$ cat src/rtl/lspPkg.sv
`default_nettype none

package lspPkg;

	//////////////////////////////
	// Buffer geometry
	localparam int bufDepth = 16;
	localparam int bufAddrWidth = 4;
	localparam int coefWidth = 16;

	// Pair index ranges, one per engine
	localparam int lowFirst = 1;	// Lsp_Expand_1
	localparam int lowLast = 4;
	localparam int highFirst = 5;	// Lsp_Expand_2
	localparam int highLast = 9;
	localparam int fullFirst = 1;	// Lsp_Expand_1_2
	localparam int fullLast = 9;

	// Arbiter masters, also bit positions in control and status
	localparam int numMasters = 4;
	localparam int masterAxi = 0;
	localparam int masterLow = 1;
	localparam int masterHigh = 2;
	localparam int masterFull = 3;

	//////////////////////////////
	// Register map, 7-bit byte address
	localparam logic [6:0] regBufBase = 7'h00;	// 16 words at 4-byte steps
	localparam logic [6:0] regControl = 7'h40;
	localparam logic [6:0] regGap = 7'h44;
	localparam logic [6:0] regStatus = 7'h48;
	localparam logic [15:0] defaultGap = 16'd10;

	// Engine FSM codes
	localparam logic [2:0] engIdle = 3'd0;
	localparam logic [2:0] engLoopTest = 3'd1;
	localparam logic [2:0] engReadCur = 3'd2;
	localparam logic [2:0] engCompute = 3'd3;
	localparam logic [2:0] engWritePrev = 3'd4;
	localparam logic [2:0] engWriteCur = 3'd5;

endpackage

`default_nettype wire

$ cat src/rtl/axiLiteRegs.sv
`default_nettype none

module axiLiteRegs (
	input wire clk,
	input wire reset,
	// AXI4-Lite slave
	input wire [6:0] awaddr,
	input wire awvalid,
	output logic awready,
	input wire [31:0] wdata,
	input wire [3:0] wstrb,
	input wire wvalid,
	output logic wready,
	output logic [1:0] bresp,
	output logic bvalid,
	input wire bready,
	input wire [6:0] araddr,
	input wire arvalid,
	output logic arready,
	output logic [31:0] rdata,
	output logic [1:0] rresp,
	output logic rvalid,
	input wire rready,
	// Engine control
	output logic startLow,
	output logic startHigh,
	output logic startFull,
	input wire doneLow,
	input wire doneHigh,
	input wire doneFull,
	output logic [lspPkg::coefWidth-1:0] gap,
	// Arbitrated buffer port
	output logic request,
	input wire grant,
	output logic [lspPkg::bufAddrWidth-1:0] memReadAddr,
	output logic [lspPkg::bufAddrWidth-1:0] memWriteAddr,
	output logic [lspPkg::coefWidth-1:0] memOut,
	output logic memWriteEn,
	input wire [lspPkg::coefWidth-1:0] memIn
);

	import lspPkg::*;

	logic [6:0] wrOffset, rdOffset;	// Relative to the buffer window
	logic wrIsBuf, rdIsBuf;
	logic wrWant, rdWant;
	logic wrFire, arFire;
	logic rdCapture;	// RAM data due this cycle
	logic [numMasters-1:masterLow] startHit, startPulse, statusClear;
	logic [numMasters-1:masterLow] busyFlags, doneFlags, doneVec;
	logic [31:0] regValue;

	//////////////////////////////
	// Address decode and handshakes

	assign wrOffset = awaddr - regBufBase;
	assign rdOffset = araddr - regBufBase;
	assign wrIsBuf = wrOffset < 7'(bufDepth * 4);
	assign rdIsBuf = rdOffset < 7'(bufDepth * 4);

	// Buffer accesses go through the arbiter, registers never wait
	assign wrWant = awvalid && wvalid && !bvalid && wrIsBuf;
	assign rdWant = arvalid && !rvalid && !rdCapture && rdIsBuf;
	assign request = wrWant || rdWant || rdCapture;

	assign wrFire = awvalid && wvalid && !bvalid && (!wrIsBuf || grant);
	assign arFire = arvalid && !rvalid && !rdCapture && (!rdIsBuf || grant);
	assign awready = wrFire;
	assign wready = wrFire;
	assign arready = arFire;
	assign bresp = 2'b00;	// OKAY
	assign rresp = 2'b00;

	// Buffer window, blocked by the arbiter unless granted
	assign memReadAddr = rdOffset[bufAddrWidth+1:2];
	assign memWriteAddr = wrOffset[bufAddrWidth+1:2];
	assign memOut = wdata[coefWidth-1:0];
	assign memWriteEn = wrFire && wrIsBuf && |wstrb[1:0];

	//////////////////////////////
	// Control and status

	assign doneVec[masterLow] = doneLow;
	assign doneVec[masterHigh] = doneHigh;
	assign doneVec[masterFull] = doneFull;
	assign startLow = startPulse[masterLow];
	assign startHigh = startPulse[masterHigh];
	assign startFull = startPulse[masterFull];

	// Running engines ignore a second start
	assign startHit = (wrFire && awaddr == regControl && wstrb[0]) ?
		wdata[numMasters-1:masterLow] & ~busyFlags : '0;
	assign statusClear = (wrFire && awaddr == regStatus && wstrb[0]) ?
		wdata[numMasters-1:masterLow] : '0;

	always_comb
	begin
		regValue = '0;	// Control and unmapped read zero
		case (araddr)
			regGap:
				regValue[coefWidth-1:0] = gap;
			regStatus:
			begin
				regValue[numMasters-1:masterLow] = doneFlags;	// Bits 3:1
				regValue[2*numMasters-1:numMasters+masterLow] = busyFlags;	// Bits 7:5
			end
			default:
				regValue = '0;
		endcase
	end

	always_ff @(posedge clk)
	begin
		if (reset)
		begin
			bvalid <= 1'b0;
			rvalid <= 1'b0;
			rdCapture <= 1'b0;
			startPulse <= '0;
			busyFlags <= '0;
			doneFlags <= '0;
			gap <= defaultGap;
		end
		else
		begin
			rdCapture <= arFire && rdIsBuf;
			startPulse <= startHit;
			busyFlags <= (busyFlags | startHit) & ~doneVec;
			doneFlags <= (doneFlags & ~statusClear) | doneVec;	// Set beats clear
			if (wrFire)
				bvalid <= 1'b1;
			else if (bready)
				bvalid <= 1'b0;
			if ((arFire && !rdIsBuf) || rdCapture)
				rvalid <= 1'b1;
			else if (rready)
				rvalid <= 1'b0;
			if (wrFire && awaddr == regGap)
			begin
				if (wstrb[0])
					gap[7:0] <= wdata[7:0];
				if (wstrb[1])
					gap[15:8] <= wdata[15:8];
			end
		end
	end

	// Read data holds until the next capture
	always_ff @(posedge clk)
	begin
		if (arFire && !rdIsBuf)
			rdata <= regValue;
		else if (rdCapture)
			rdata <= 32'(memIn);
	end

endmodule

`default_nettype wire

$ cat src/rtl/basicOps.sv
`default_nettype none

module basicOps (
	input wire [15:0] subA,
	input wire [15:0] subB,
	input wire [15:0] addA,
	input wire [15:0] addB,
	input wire [15:0] shrVar1,
	input wire [15:0] shrVar2,
	input wire [31:0] lSubA,
	input wire [31:0] lSubB,
	input wire [31:0] lAddA,
	input wire [31:0] lAddB,
	output logic [15:0] subResult,
	output logic [15:0] addResult,
	output logic [15:0] shrResult,
	output logic [31:0] lSubResult,
	output logic [31:0] lAddResult
);

	logic [16:0] subWide;	// One guard bit above the sign
	logic [16:0] addWide;
	logic [32:0] lSubWide;
	logic [32:0] lAddWide;
	logic [3:0] shrCount;

	// Sign-extended raw results
	assign subWide = {subA[15], subA} - {subB[15], subB};
	assign addWide = {addA[15], addA} + {addB[15], addB};
	assign lSubWide = {lSubA[31], lSubA} - {lSubB[31], lSubB};
	assign lAddWide = {lAddA[31], lAddA} + {lAddB[31], lAddB};

	// Guard and sign disagree means overflow, clamp toward the guard's sign
	assign subResult = (subWide[16] != subWide[15]) ?
		{subWide[16], {15{~subWide[16]}}} : subWide[15:0];	// 0x8000 or 0x7fff
	assign addResult = (addWide[16] != addWide[15]) ?
		{addWide[16], {15{~addWide[16]}}} : addWide[15:0];
	assign lSubResult = (lSubWide[32] != lSubWide[31]) ?
		{lSubWide[32], {31{~lSubWide[32]}}} : lSubWide[31:0];
	assign lAddResult = (lAddWide[32] != lAddWide[31]) ?
		{lAddWide[32], {31{~lAddWide[32]}}} : lAddWide[31:0];

	// Count clamped to 15, negative counts leave var1 as is
	assign shrCount = shrVar2[15] ? 4'd0 :
		(shrVar2 > 16'd15) ? 4'd15 : shrVar2[3:0];
	assign shrResult = $signed(shrVar1) >>> shrCount;	// Sign fill

endmodule

`default_nettype wire

$ cat src/rtl/busArbiter.sv
`default_nettype none

module busArbiter (
	input wire clk,
	input wire reset,
	input wire [lspPkg::numMasters-1:0] request,
	output logic [lspPkg::numMasters-1:0] grant,
	// Per-master RAM side, master 0 is the AXI slave
	input wire [lspPkg::numMasters-1:0][lspPkg::bufAddrWidth-1:0] memReadAddr,
	input wire [lspPkg::numMasters-1:0][lspPkg::bufAddrWidth-1:0] memWriteAddr,
	input wire [lspPkg::numMasters-1:0][lspPkg::coefWidth-1:0] memWriteData,
	input wire [lspPkg::numMasters-1:0] memWriteEn,
	// Per-engine operands
	input wire [lspPkg::numMasters-1:lspPkg::masterLow][15:0] subA, subB,
	input wire [lspPkg::numMasters-1:lspPkg::masterLow][15:0] addA, addB,
	input wire [lspPkg::numMasters-1:lspPkg::masterLow][15:0] shrVar1, shrVar2,
	input wire [lspPkg::numMasters-1:lspPkg::masterLow][31:0] lSubA, lSubB,
	input wire [lspPkg::numMasters-1:lspPkg::masterLow][31:0] lAddA, lAddB,
	// Shared RAM and operator unit
	output logic [lspPkg::bufAddrWidth-1:0] ramReadAddr,
	output logic [lspPkg::bufAddrWidth-1:0] ramWriteAddr,
	output logic [lspPkg::coefWidth-1:0] ramWriteData,
	output logic ramWriteEn,
	output logic [15:0] opSubA, opSubB,
	output logic [15:0] opAddA, opAddB,
	output logic [15:0] opShrVar1, opShrVar2,
	output logic [31:0] opLSubA, opLSubB,
	output logic [31:0] opLAddA, opLAddB
);

	import lspPkg::*;

	logic [numMasters-1:0] grantNext;
	logic [$clog2(numMasters)-1:0] pointer, pointerNext;	// Last master granted
	logic [$clog2(numMasters)-1:0] idx;
	logic found;

	//////////////////////////////
	// Round-robin pick

	always_comb
	begin
		grantNext = '0;
		pointerNext = pointer;
		idx = pointer;
		found = 1'b0;
		if (|(grant & request))
			grantNext = grant;	// Holder keeps the bus
		else
			for (int k = 0; k < numMasters; k++)
			begin
				idx = idx + 1'b1;	// Wraps, numMasters is a power of two
				if (request[idx] && !found)
				begin
					grantNext[idx] = 1'b1;
					pointerNext = idx;
					found = 1'b1;
				end
			end
	end

	always_ff @(posedge clk)
	begin
		if (reset)
		begin
			grant <= '0;
			pointer <= '0;
		end
		else
		begin
			grant <= grantNext;
			pointer <= pointerNext;
		end
	end

	//////////////////////////////
	// Operand mux, ungranted masters see zeros

	always_comb
	begin
		ramReadAddr = '0;
		ramWriteAddr = '0;
		ramWriteData = '0;
		ramWriteEn = 1'b0;
		opSubA = '0;
		opSubB = '0;
		opAddA = '0;
		opAddB = '0;
		opShrVar1 = '0;
		opShrVar2 = '0;
		opLSubA = '0;
		opLSubB = '0;
		opLAddA = '0;
		opLAddB = '0;
		for (int m = 0; m < numMasters; m++)
			if (grant[m])
			begin
				ramReadAddr = memReadAddr[m];
				ramWriteAddr = memWriteAddr[m];
				ramWriteData = memWriteData[m];
				ramWriteEn = memWriteEn[m];
			end
		for (int m = masterLow; m < numMasters; m++)	// AXI uses no operators
			if (grant[m])
			begin
				opSubA = subA[m];
				opSubB = subB[m];
				opAddA = addA[m];
				opAddB = addB[m];
				opShrVar1 = shrVar1[m];
				opShrVar2 = shrVar2[m];
				opLSubA = lSubA[m];
				opLSubB = lSubB[m];
				opLAddA = lAddA[m];
				opLAddB = lAddB[m];
			end
	end

endmodule

`default_nettype wire

$ cat src/rtl/lspBufferRam.sv
`default_nettype none

module lspBufferRam (
	input wire clk,
	input wire [lspPkg::bufAddrWidth-1:0] readAddr,
	input wire [lspPkg::bufAddrWidth-1:0] writeAddr,
	input wire [lspPkg::coefWidth-1:0] writeData,
	input wire writeEn,
	output logic [lspPkg::coefWidth-1:0] readData
);

	import lspPkg::*;

	logic [coefWidth-1:0] mem [bufDepth];	// LSP coefficient buffer

	// Separate read and write ports, read is registered
	always_ff @(posedge clk)
	begin
		if (writeEn)
			mem[writeAddr] <= writeData;
		readData <= mem[readAddr];	// Old word on same-address collision
	end

endmodule

`default_nettype wire

$ cat src/rtl/lspExpand.sv
`default_nettype none

module lspExpand #(
	parameter int firstIndex = 1,
	parameter int lastIndex = 4
) (
	input wire clk,
	input wire reset,
	input wire start,
	input wire grant,
	input wire [lspPkg::coefWidth-1:0] gap,
	input wire [lspPkg::coefWidth-1:0] memIn,
	input wire [15:0] subIn,
	input wire [15:0] addIn,
	input wire [15:0] shrIn,
	input wire [31:0] lSubIn,
	input wire [31:0] lAddIn,
	output logic request,
	output logic done,
	output logic [lspPkg::bufAddrWidth-1:0] memReadAddr,
	output logic [lspPkg::bufAddrWidth-1:0] memWriteAddr,
	output logic [lspPkg::coefWidth-1:0] memOut,
	output logic memWriteEn,
	output logic [15:0] subOutA,
	output logic [15:0] subOutB,
	output logic [15:0] addOutA,
	output logic [15:0] addOutB,
	output logic [15:0] shrVar1Out,
	output logic [15:0] shrVar2Out,
	output logic [31:0] lSubOutA,
	output logic [31:0] lSubOutB,
	output logic [31:0] lAddOutA,
	output logic [31:0] lAddOutB
);

	import lspPkg::*;

	logic [2:0] state, nextState;
	logic [bufAddrWidth-1:0] j, nextJ;	// Pair index, runs one past lastIndex
	logic jLD, jReset;
	logic [coefWidth-1:0] bufPrev, bufCur;	// buf[j-1], buf[j]
	logic bufPrevLD, bufCurLD;
	logic [coefWidth-1:0] tmp, nextTmp;
	logic tmpLD;

	//////////////////////////////
	// Registers

	always_ff @(posedge clk)
	begin
		if (reset)
			state <= engIdle;
		else
			state <= nextState;
	end

	always_ff @(posedge clk)
	begin
		if (reset || jReset)
			j <= bufAddrWidth'(firstIndex);
		else if (jLD)
			j <= nextJ;
	end

	// Data latches
	always_ff @(posedge clk)
	begin
		if (bufPrevLD)
			bufPrev <= memIn;
		if (bufCurLD)
			bufCur <= memIn;
		if (tmpLD)
			tmp <= nextTmp;
	end

	//////////////////////////////
	// Next state and shared port drive

	always_comb
	begin
		nextState = state;
		nextJ = j;
		nextTmp = tmp;
		jLD = 1'b0;
		jReset = 1'b0;
		bufPrevLD = 1'b0;
		bufCurLD = 1'b0;
		tmpLD = 1'b0;
		done = 1'b0;
		memReadAddr = '0;
		memWriteAddr = '0;
		memOut = '0;
		memWriteEn = 1'b0;
		subOutA = '0;
		subOutB = '0;
		addOutA = '0;
		addOutB = '0;
		shrVar1Out = '0;
		shrVar2Out = '0;
		lSubOutA = '0;
		lSubOutB = '0;
		lAddOutA = '0;
		lAddOutB = '0;

		case (state)
			engIdle:
			begin
				if (start)
				begin
					jReset = 1'b1;
					nextState = engLoopTest;
				end
			end
			// for (j = first; j <= last; j++), held here until granted
			engLoopTest:
			begin
				if (grant && j > bufAddrWidth'(lastIndex))
				begin
					done = 1'b1;
					nextState = engIdle;
				end
				else if (grant)
				begin
					subOutA = 16'(j);	// j - 1
					subOutB = 16'd1;
					memReadAddr = subIn[bufAddrWidth-1:0];
					nextState = engReadCur;
				end
			end
			engReadCur:
			begin
				bufPrevLD = 1'b1;	// buf[j-1] arrives
				memReadAddr = j;
				nextState = engCompute;
			end
			// diff = sub(buf[j-1], buf[j]); tmp = shr(add(diff, gap), 1)
			engCompute:
			begin
				bufCurLD = 1'b1;
				subOutA = bufPrev;
				subOutB = memIn;
				addOutA = subIn;
				addOutB = gap;
				shrVar1Out = addIn;	// Operators chain in one cycle
				shrVar2Out = 16'd1;
				nextTmp = shrIn;
				tmpLD = 1'b1;
				nextState = engWritePrev;
			end
			engWritePrev:
			begin
				if (!tmp[15])
				begin
					subOutA = bufPrev;	// buf[j-1] - tmp
					subOutB = tmp;
					lSubOutA = 32'(j);	// Address j - 1
					lSubOutB = 32'd1;
					memOut = subIn;
					memWriteAddr = lSubIn[bufAddrWidth-1:0];
					memWriteEn = 1'b1;
					nextState = engWriteCur;
				end
				else
				begin
					addOutA = 16'(j);	// Skip pair, j + 1
					addOutB = 16'd1;
					nextJ = addIn[bufAddrWidth-1:0];
					jLD = 1'b1;
					nextState = engLoopTest;
				end
			end
			engWriteCur:
			begin
				addOutA = bufCur;	// buf[j] + tmp
				addOutB = tmp;
				memOut = addIn;
				memWriteAddr = j;
				memWriteEn = 1'b1;
				lAddOutA = 32'(j);
				lAddOutB = 32'd1;
				nextJ = lAddIn[bufAddrWidth-1:0];
				jLD = 1'b1;
				nextState = engLoopTest;
			end
			default:
				nextState = engIdle;
		endcase
	end

	// Held from start, released with the done pulse
	assign request = (state != engIdle) && !done;

endmodule

`default_nettype wire

$ cat src/rtl/lspExpandTop.sv
`default_nettype none

module lspExpandTop (
	input wire clk,
	input wire reset,
	input wire [6:0] awaddr,
	input wire awvalid,
	output logic awready,
	input wire [31:0] wdata,
	input wire [3:0] wstrb,
	input wire wvalid,
	output logic wready,
	output logic [1:0] bresp,
	output logic bvalid,
	input wire bready,
	input wire [6:0] araddr,
	input wire arvalid,
	output logic arready,
	output logic [31:0] rdata,
	output logic [1:0] rresp,
	output logic rvalid,
	input wire rready
);

	import lspPkg::*;

	//////////////////////////////
	// Per-master buses, indexed by master number
	wire [numMasters-1:0] request, grant;
	wire [numMasters-1:0][bufAddrWidth-1:0] mReadAddr, mWriteAddr;
	wire [numMasters-1:0][coefWidth-1:0] mWriteData;
	wire [numMasters-1:0] mWriteEn;
	wire [numMasters-1:masterLow][15:0] subA, subB, addA, addB, shrVar1, shrVar2;
	wire [numMasters-1:masterLow][31:0] lSubA, lSubB, lAddA, lAddB;

	// Shared side of the arbiter
	wire [bufAddrWidth-1:0] ramReadAddr, ramWriteAddr;
	wire [coefWidth-1:0] ramWriteData, ramReadData;
	wire ramWriteEn;
	wire [15:0] opSubA, opSubB, opAddA, opAddB, opShrVar1, opShrVar2;
	wire [31:0] opLSubA, opLSubB, opLAddA, opLAddB;
	wire [15:0] subResult, addResult, shrResult;	// Broadcast to all engines
	wire [31:0] lSubResult, lAddResult;
	wire [coefWidth-1:0] gap;
	wire startLow, startHigh, startFull, doneLow, doneHigh, doneFull;

	axiLiteRegs regs (
		.clk, .reset, .awaddr, .awvalid, .awready, .wdata, .wstrb, .wvalid, .wready,
		.bresp, .bvalid, .bready, .araddr, .arvalid, .arready, .rdata, .rresp, .rvalid,
		.rready, .startLow, .startHigh, .startFull, .doneLow, .doneHigh, .doneFull, .gap,
		.request(request[masterAxi]), .grant(grant[masterAxi]),
		.memReadAddr(mReadAddr[masterAxi]), .memWriteAddr(mWriteAddr[masterAxi]),
		.memOut(mWriteData[masterAxi]), .memWriteEn(mWriteEn[masterAxi]),
		.memIn(ramReadData)
	);

	lspExpand #(.firstIndex(lowFirst), .lastIndex(lowLast)) lowEngine (
		.clk, .reset, .start(startLow), .grant(grant[masterLow]), .gap,
		.memIn(ramReadData), .subIn(subResult), .addIn(addResult), .shrIn(shrResult),
		.lSubIn(lSubResult), .lAddIn(lAddResult),
		.request(request[masterLow]), .done(doneLow),
		.memReadAddr(mReadAddr[masterLow]), .memWriteAddr(mWriteAddr[masterLow]),
		.memOut(mWriteData[masterLow]), .memWriteEn(mWriteEn[masterLow]),
		.subOutA(subA[masterLow]), .subOutB(subB[masterLow]),
		.addOutA(addA[masterLow]), .addOutB(addB[masterLow]),
		.shrVar1Out(shrVar1[masterLow]), .shrVar2Out(shrVar2[masterLow]),
		.lSubOutA(lSubA[masterLow]), .lSubOutB(lSubB[masterLow]),
		.lAddOutA(lAddA[masterLow]), .lAddOutB(lAddB[masterLow])
	);

	lspExpand #(.firstIndex(highFirst), .lastIndex(highLast)) highEngine (
		.clk, .reset, .start(startHigh), .grant(grant[masterHigh]), .gap,
		.memIn(ramReadData), .subIn(subResult), .addIn(addResult), .shrIn(shrResult),
		.lSubIn(lSubResult), .lAddIn(lAddResult),
		.request(request[masterHigh]), .done(doneHigh),
		.memReadAddr(mReadAddr[masterHigh]), .memWriteAddr(mWriteAddr[masterHigh]),
		.memOut(mWriteData[masterHigh]), .memWriteEn(mWriteEn[masterHigh]),
		.subOutA(subA[masterHigh]), .subOutB(subB[masterHigh]),
		.addOutA(addA[masterHigh]), .addOutB(addB[masterHigh]),
		.shrVar1Out(shrVar1[masterHigh]), .shrVar2Out(shrVar2[masterHigh]),
		.lSubOutA(lSubA[masterHigh]), .lSubOutB(lSubB[masterHigh]),
		.lAddOutA(lAddA[masterHigh]), .lAddOutB(lAddB[masterHigh])
	);

	lspExpand #(.firstIndex(fullFirst), .lastIndex(fullLast)) fullEngine (
		.clk, .reset, .start(startFull), .grant(grant[masterFull]), .gap,
		.memIn(ramReadData), .subIn(subResult), .addIn(addResult), .shrIn(shrResult),
		.lSubIn(lSubResult), .lAddIn(lAddResult),
		.request(request[masterFull]), .done(doneFull),
		.memReadAddr(mReadAddr[masterFull]), .memWriteAddr(mWriteAddr[masterFull]),
		.memOut(mWriteData[masterFull]), .memWriteEn(mWriteEn[masterFull]),
		.subOutA(subA[masterFull]), .subOutB(subB[masterFull]),
		.addOutA(addA[masterFull]), .addOutB(addB[masterFull]),
		.shrVar1Out(shrVar1[masterFull]), .shrVar2Out(shrVar2[masterFull]),
		.lSubOutA(lSubA[masterFull]), .lSubOutB(lSubB[masterFull]),
		.lAddOutA(lAddA[masterFull]), .lAddOutB(lAddB[masterFull])
	);

	busArbiter arbiter (
		.clk, .reset, .request, .grant,
		.memReadAddr(mReadAddr), .memWriteAddr(mWriteAddr),
		.memWriteData(mWriteData), .memWriteEn(mWriteEn),
		.subA, .subB, .addA, .addB, .shrVar1, .shrVar2, .lSubA, .lSubB, .lAddA, .lAddB,
		.ramReadAddr, .ramWriteAddr, .ramWriteData, .ramWriteEn,
		.opSubA, .opSubB, .opAddA, .opAddB, .opShrVar1, .opShrVar2,
		.opLSubA, .opLSubB, .opLAddA, .opLAddB
	);

	lspBufferRam bufferRam (
		.clk, .readAddr(ramReadAddr), .writeAddr(ramWriteAddr),
		.writeData(ramWriteData), .writeEn(ramWriteEn), .readData(ramReadData)
	);

	basicOps ops (
		.subA(opSubA), .subB(opSubB), .addA(opAddA), .addB(opAddB),
		.shrVar1(opShrVar1), .shrVar2(opShrVar2),
		.lSubA(opLSubA), .lSubB(opLSubB), .lAddA(opLAddA), .lAddB(opLAddB),
		.subResult, .addResult, .shrResult, .lSubResult, .lAddResult
	);

endmodule

`default_nettype wire

$ cat config.mk
export PLATFORM = sky130hd
export DESIGN_NAME = lspExpandTop
export DESIGN_NICKNAME = d
export VERILOG_FILES = /design/src/rtl/lspPkg.sv /design/src/rtl/axiLiteRegs.sv /design/src/rtl/basicOps.sv /design/src/rtl/busArbiter.sv /design/src/rtl/lspBufferRam.sv /design/src/rtl/lspExpand.sv /design/src/rtl/lspExpandTop.sv
export SDC_FILE = /design/constraint.sdc
export NUM_CORES = 1
export LEC_CHECK = 0
export BUFFER_PORTS_ARGS = -buffer_cell sky130_fd_sc_hd__buf_2
export CAP_MARGIN = 30
export CELL_PAD_IN_SITES_DETAIL_PLACEMENT = 0
export CELL_PAD_IN_SITES_GLOBAL_PLACEMENT = 1
export CORE_ASPECT_RATIO = 1.5
export CORE_MARGIN = 2
export CORE_UTILIZATION = 31
export CTS_BUF_LIST = sky130_fd_sc_hd__clkbuf_8
export DETAILED_ROUTE_END_ITERATION = 6
export GPL_ROUTABILITY_DRIVEN = 0
export HOLD_SLACK_MARGIN = 0.12
export PLACE_DENSITY = 0.61
export SETUP_SLACK_MARGIN = 0.3
export SLEW_MARGIN = 5
export SYNTH_ARGS = -nofsm -noshare
export SYNTH_HDL_FRONTEND = slang
export SYNTH_HIERARCHICAL = 1
export SYNTH_SLANG_ARGS = --single-unit
$ cat constraint.sdc
create_clock -name clk -period 9.5 [get_ports clk]
set_input_delay 0.95 -clock clk [delete_from_list [all_inputs] [get_ports clk]]
set_output_delay 0.95 -clock clk [all_outputs]
set_load 0.02 [all_outputs]
==> impl_metrics.py <==
metrics = {
    "placed_design": {
        "portBuffers": 59,
        "hpwlAfterDp_mm": 73.9,
        "place_ws_ns": 0.166,
    },
    "layout": {
        "layout_commonest_cell": "conb_1",
        "largest_register": "bufferRam/mem",
        "nets": 3736,
        "layout_common_cells": "419 x conb_1, 416 x edfxtp_1, 355 x nand2_1",
        "drive_above_1_share": 0.167,
        "areaGrowthSynthToFinish_pct": 9.38,
        "final_util": 0.342,
        "largest_reg_flops": 256,
    },
    "hold_path": {
        "hold_class": "reg -> reg",
    },
    "timing": {
        "tightest_slew_ns": 1.05,
        "max_freq_mhz": 115,
        "fin_ws_ns": 0.789,
        "tns_ns": 0,
        "final_hold_viol_count": 0,
        "layout_min_cycle_time_ns": 8.71,
        "fin_crit_sh": 0.917,
        "grt_setup_unrepaired": "false",
        "worst_clock_skew_ns": 0.0517,
        "fin_hold_ws_ns": 0.513,
        "maxSlewViolCount": 0,
        "slew_headroom": 0.290,
        "setup_viol": 0,
    },
    "drt": {
        "drtAntennaViolNets": 0,
        "viasPerCell": 4.96,
        "drcViolationCount": 8,
        "wl_mm": 105,
        "post_drt_wl_per_cell_um": 20.7,
        "vias": 25164,
        "drtIter0Drc": 1922,
        "first_pass_iters": 7,
    },
    "critical_path": {
        "cpPeakStageDelay_ns": 0.52,
        "crit_required_ns": 9.93,
        "cp_slowest_cell": "mux4_2",
        "crit_fanout": 19,
        "critical_path.startpoint_type": "register",
        "crit_path_frequent_cell": "buf_4",
        "path_class": "reg -> reg",
        "worst-endpoint-arrival_ns": 9.14,
        "end_kind": "register",
    },
    "logic_synthesis": {
        "yosys_warnings": 6,
        "syn_inst": 3456,
        "netlist_area_um2": 34400,
        "synth_area_per_cell_um2": 9.95,
    },
    "die": {
        "dieArea_um2": 114000,
        "die_y_um": 412,
        "start_util": 0.313,
        "io_pins": 98,
        "core_area_um2": 110000,
        "die_w_um": 276,
        "num_rows": 149,
    },
    "grt": {
        "grt_pass1_vias": 24605,
        "overflow": 0,
        "grt_max_degree": 118,
        "antenna_found_initial": 1,
        "grt_usage": 0.183,
        "grt_pass1_wl_mm": 156,
    },
    "pwr": {
        "powerDensity_nw_per_um2": 202,
        "peakVddDrop_uv": 212,
        "leakagePower_uw": 0.0143,
    },
    "clocking": {
        "h-tree-depth": 3,
        "cts_tree": "built",
        "numCtsBuffers": 78,
        "cts.clk_slew.worst_paths_ns": 0.07,
        "clk_path_buf_depth": 3,
        "clock_latency_ns": 0.71,
        "clockRootBuffer": "clkbuf_8",
        "cts.sinks": 487,
        "holdBufCountCts": 0,
    },
    "outcome": {
        "violations": "DRC",
        "status": "finished, violations left",
    },
    "flow_run": {
        "maxCapViolCount": 0,
    },
}
per-layer routing:
metal	track usage	up-vias	wire [um]
met5	0	-	0
met4	0.119	0	7170
met3	0.0168	182	3320
met2	0.330	573	54500
met1	0.204	12140	40100
li1	-	12269	-
what timing repair did:
item                                   CTS  global route
buffers inserted                         0            10
pin swaps                                2             7
endpoints found under the hold margin    0             0
resized for setup                        5            42
gates cloned                             0             0
setup endpoints to repair               30           285
power by group:
group	leakage, uW	internal (uW)	switching, uW
clock	0.000895	954	882
combinational	0.00883	1100	1910
sequential	0.00455	2600	152
total	0.0143	4650	2940
cell type report:
type                            instances  area, um2
Tap cell                             1434       1790
Inverter                               84        315
Antenna cell                            3       7.51
Timing Repair Buffer                  335       2630
Multi-Input combinational cell       2585      17400
Sequential cell                       487      13900
Fill cell                           11295      72400
Clock buffer                           86       1180
Clock inverter                         57        392
critical path, delay by kind of cell, from the launching register on:
kind	cells	cell delay [ns]
and+or+nand+nor	6	0.86
adders and majority gates	4	1.43
muxes	3	0.88
DFF	1	0.43
buffers and inverters	9	1.57
xor gates and xnor gates	1	0.11
AOI/OAI and AO/OA	18	3.10
path summary, 6_finish.rpt:
check                startpoint                  to  slack, ns  cells past startpoint
max reg2reg  fullEngine/tmp[15]    lowEngine/tmp[4]       0.79                     41
max          fullEngine/tmp[15]    lowEngine/tmp[4]       0.79                     41
min reg2reg   regs/busyFlags[2]  regs/startPulse[2]       0.51                      1
min           regs/busyFlags[2]  regs/startPulse[2]       0.51                      1
per-stage QoR:
| stage | instances | total power (uW) | instance area [um2] |
|---|---|---|---|
| detailed placement | 4909 | 5560 | 35800 |
| global route | 5069 | 8030 | 37600 |
| finish | 5071 | 7590 | 37600 |
| floorplan | 3871 | 5040 | 35900 |
| global placement | 4904 | 5540 | 35700 |
| CTS | 5052 | 7410 | 37400 |
No activity file was read; power rests on OpenSTA's default activity.
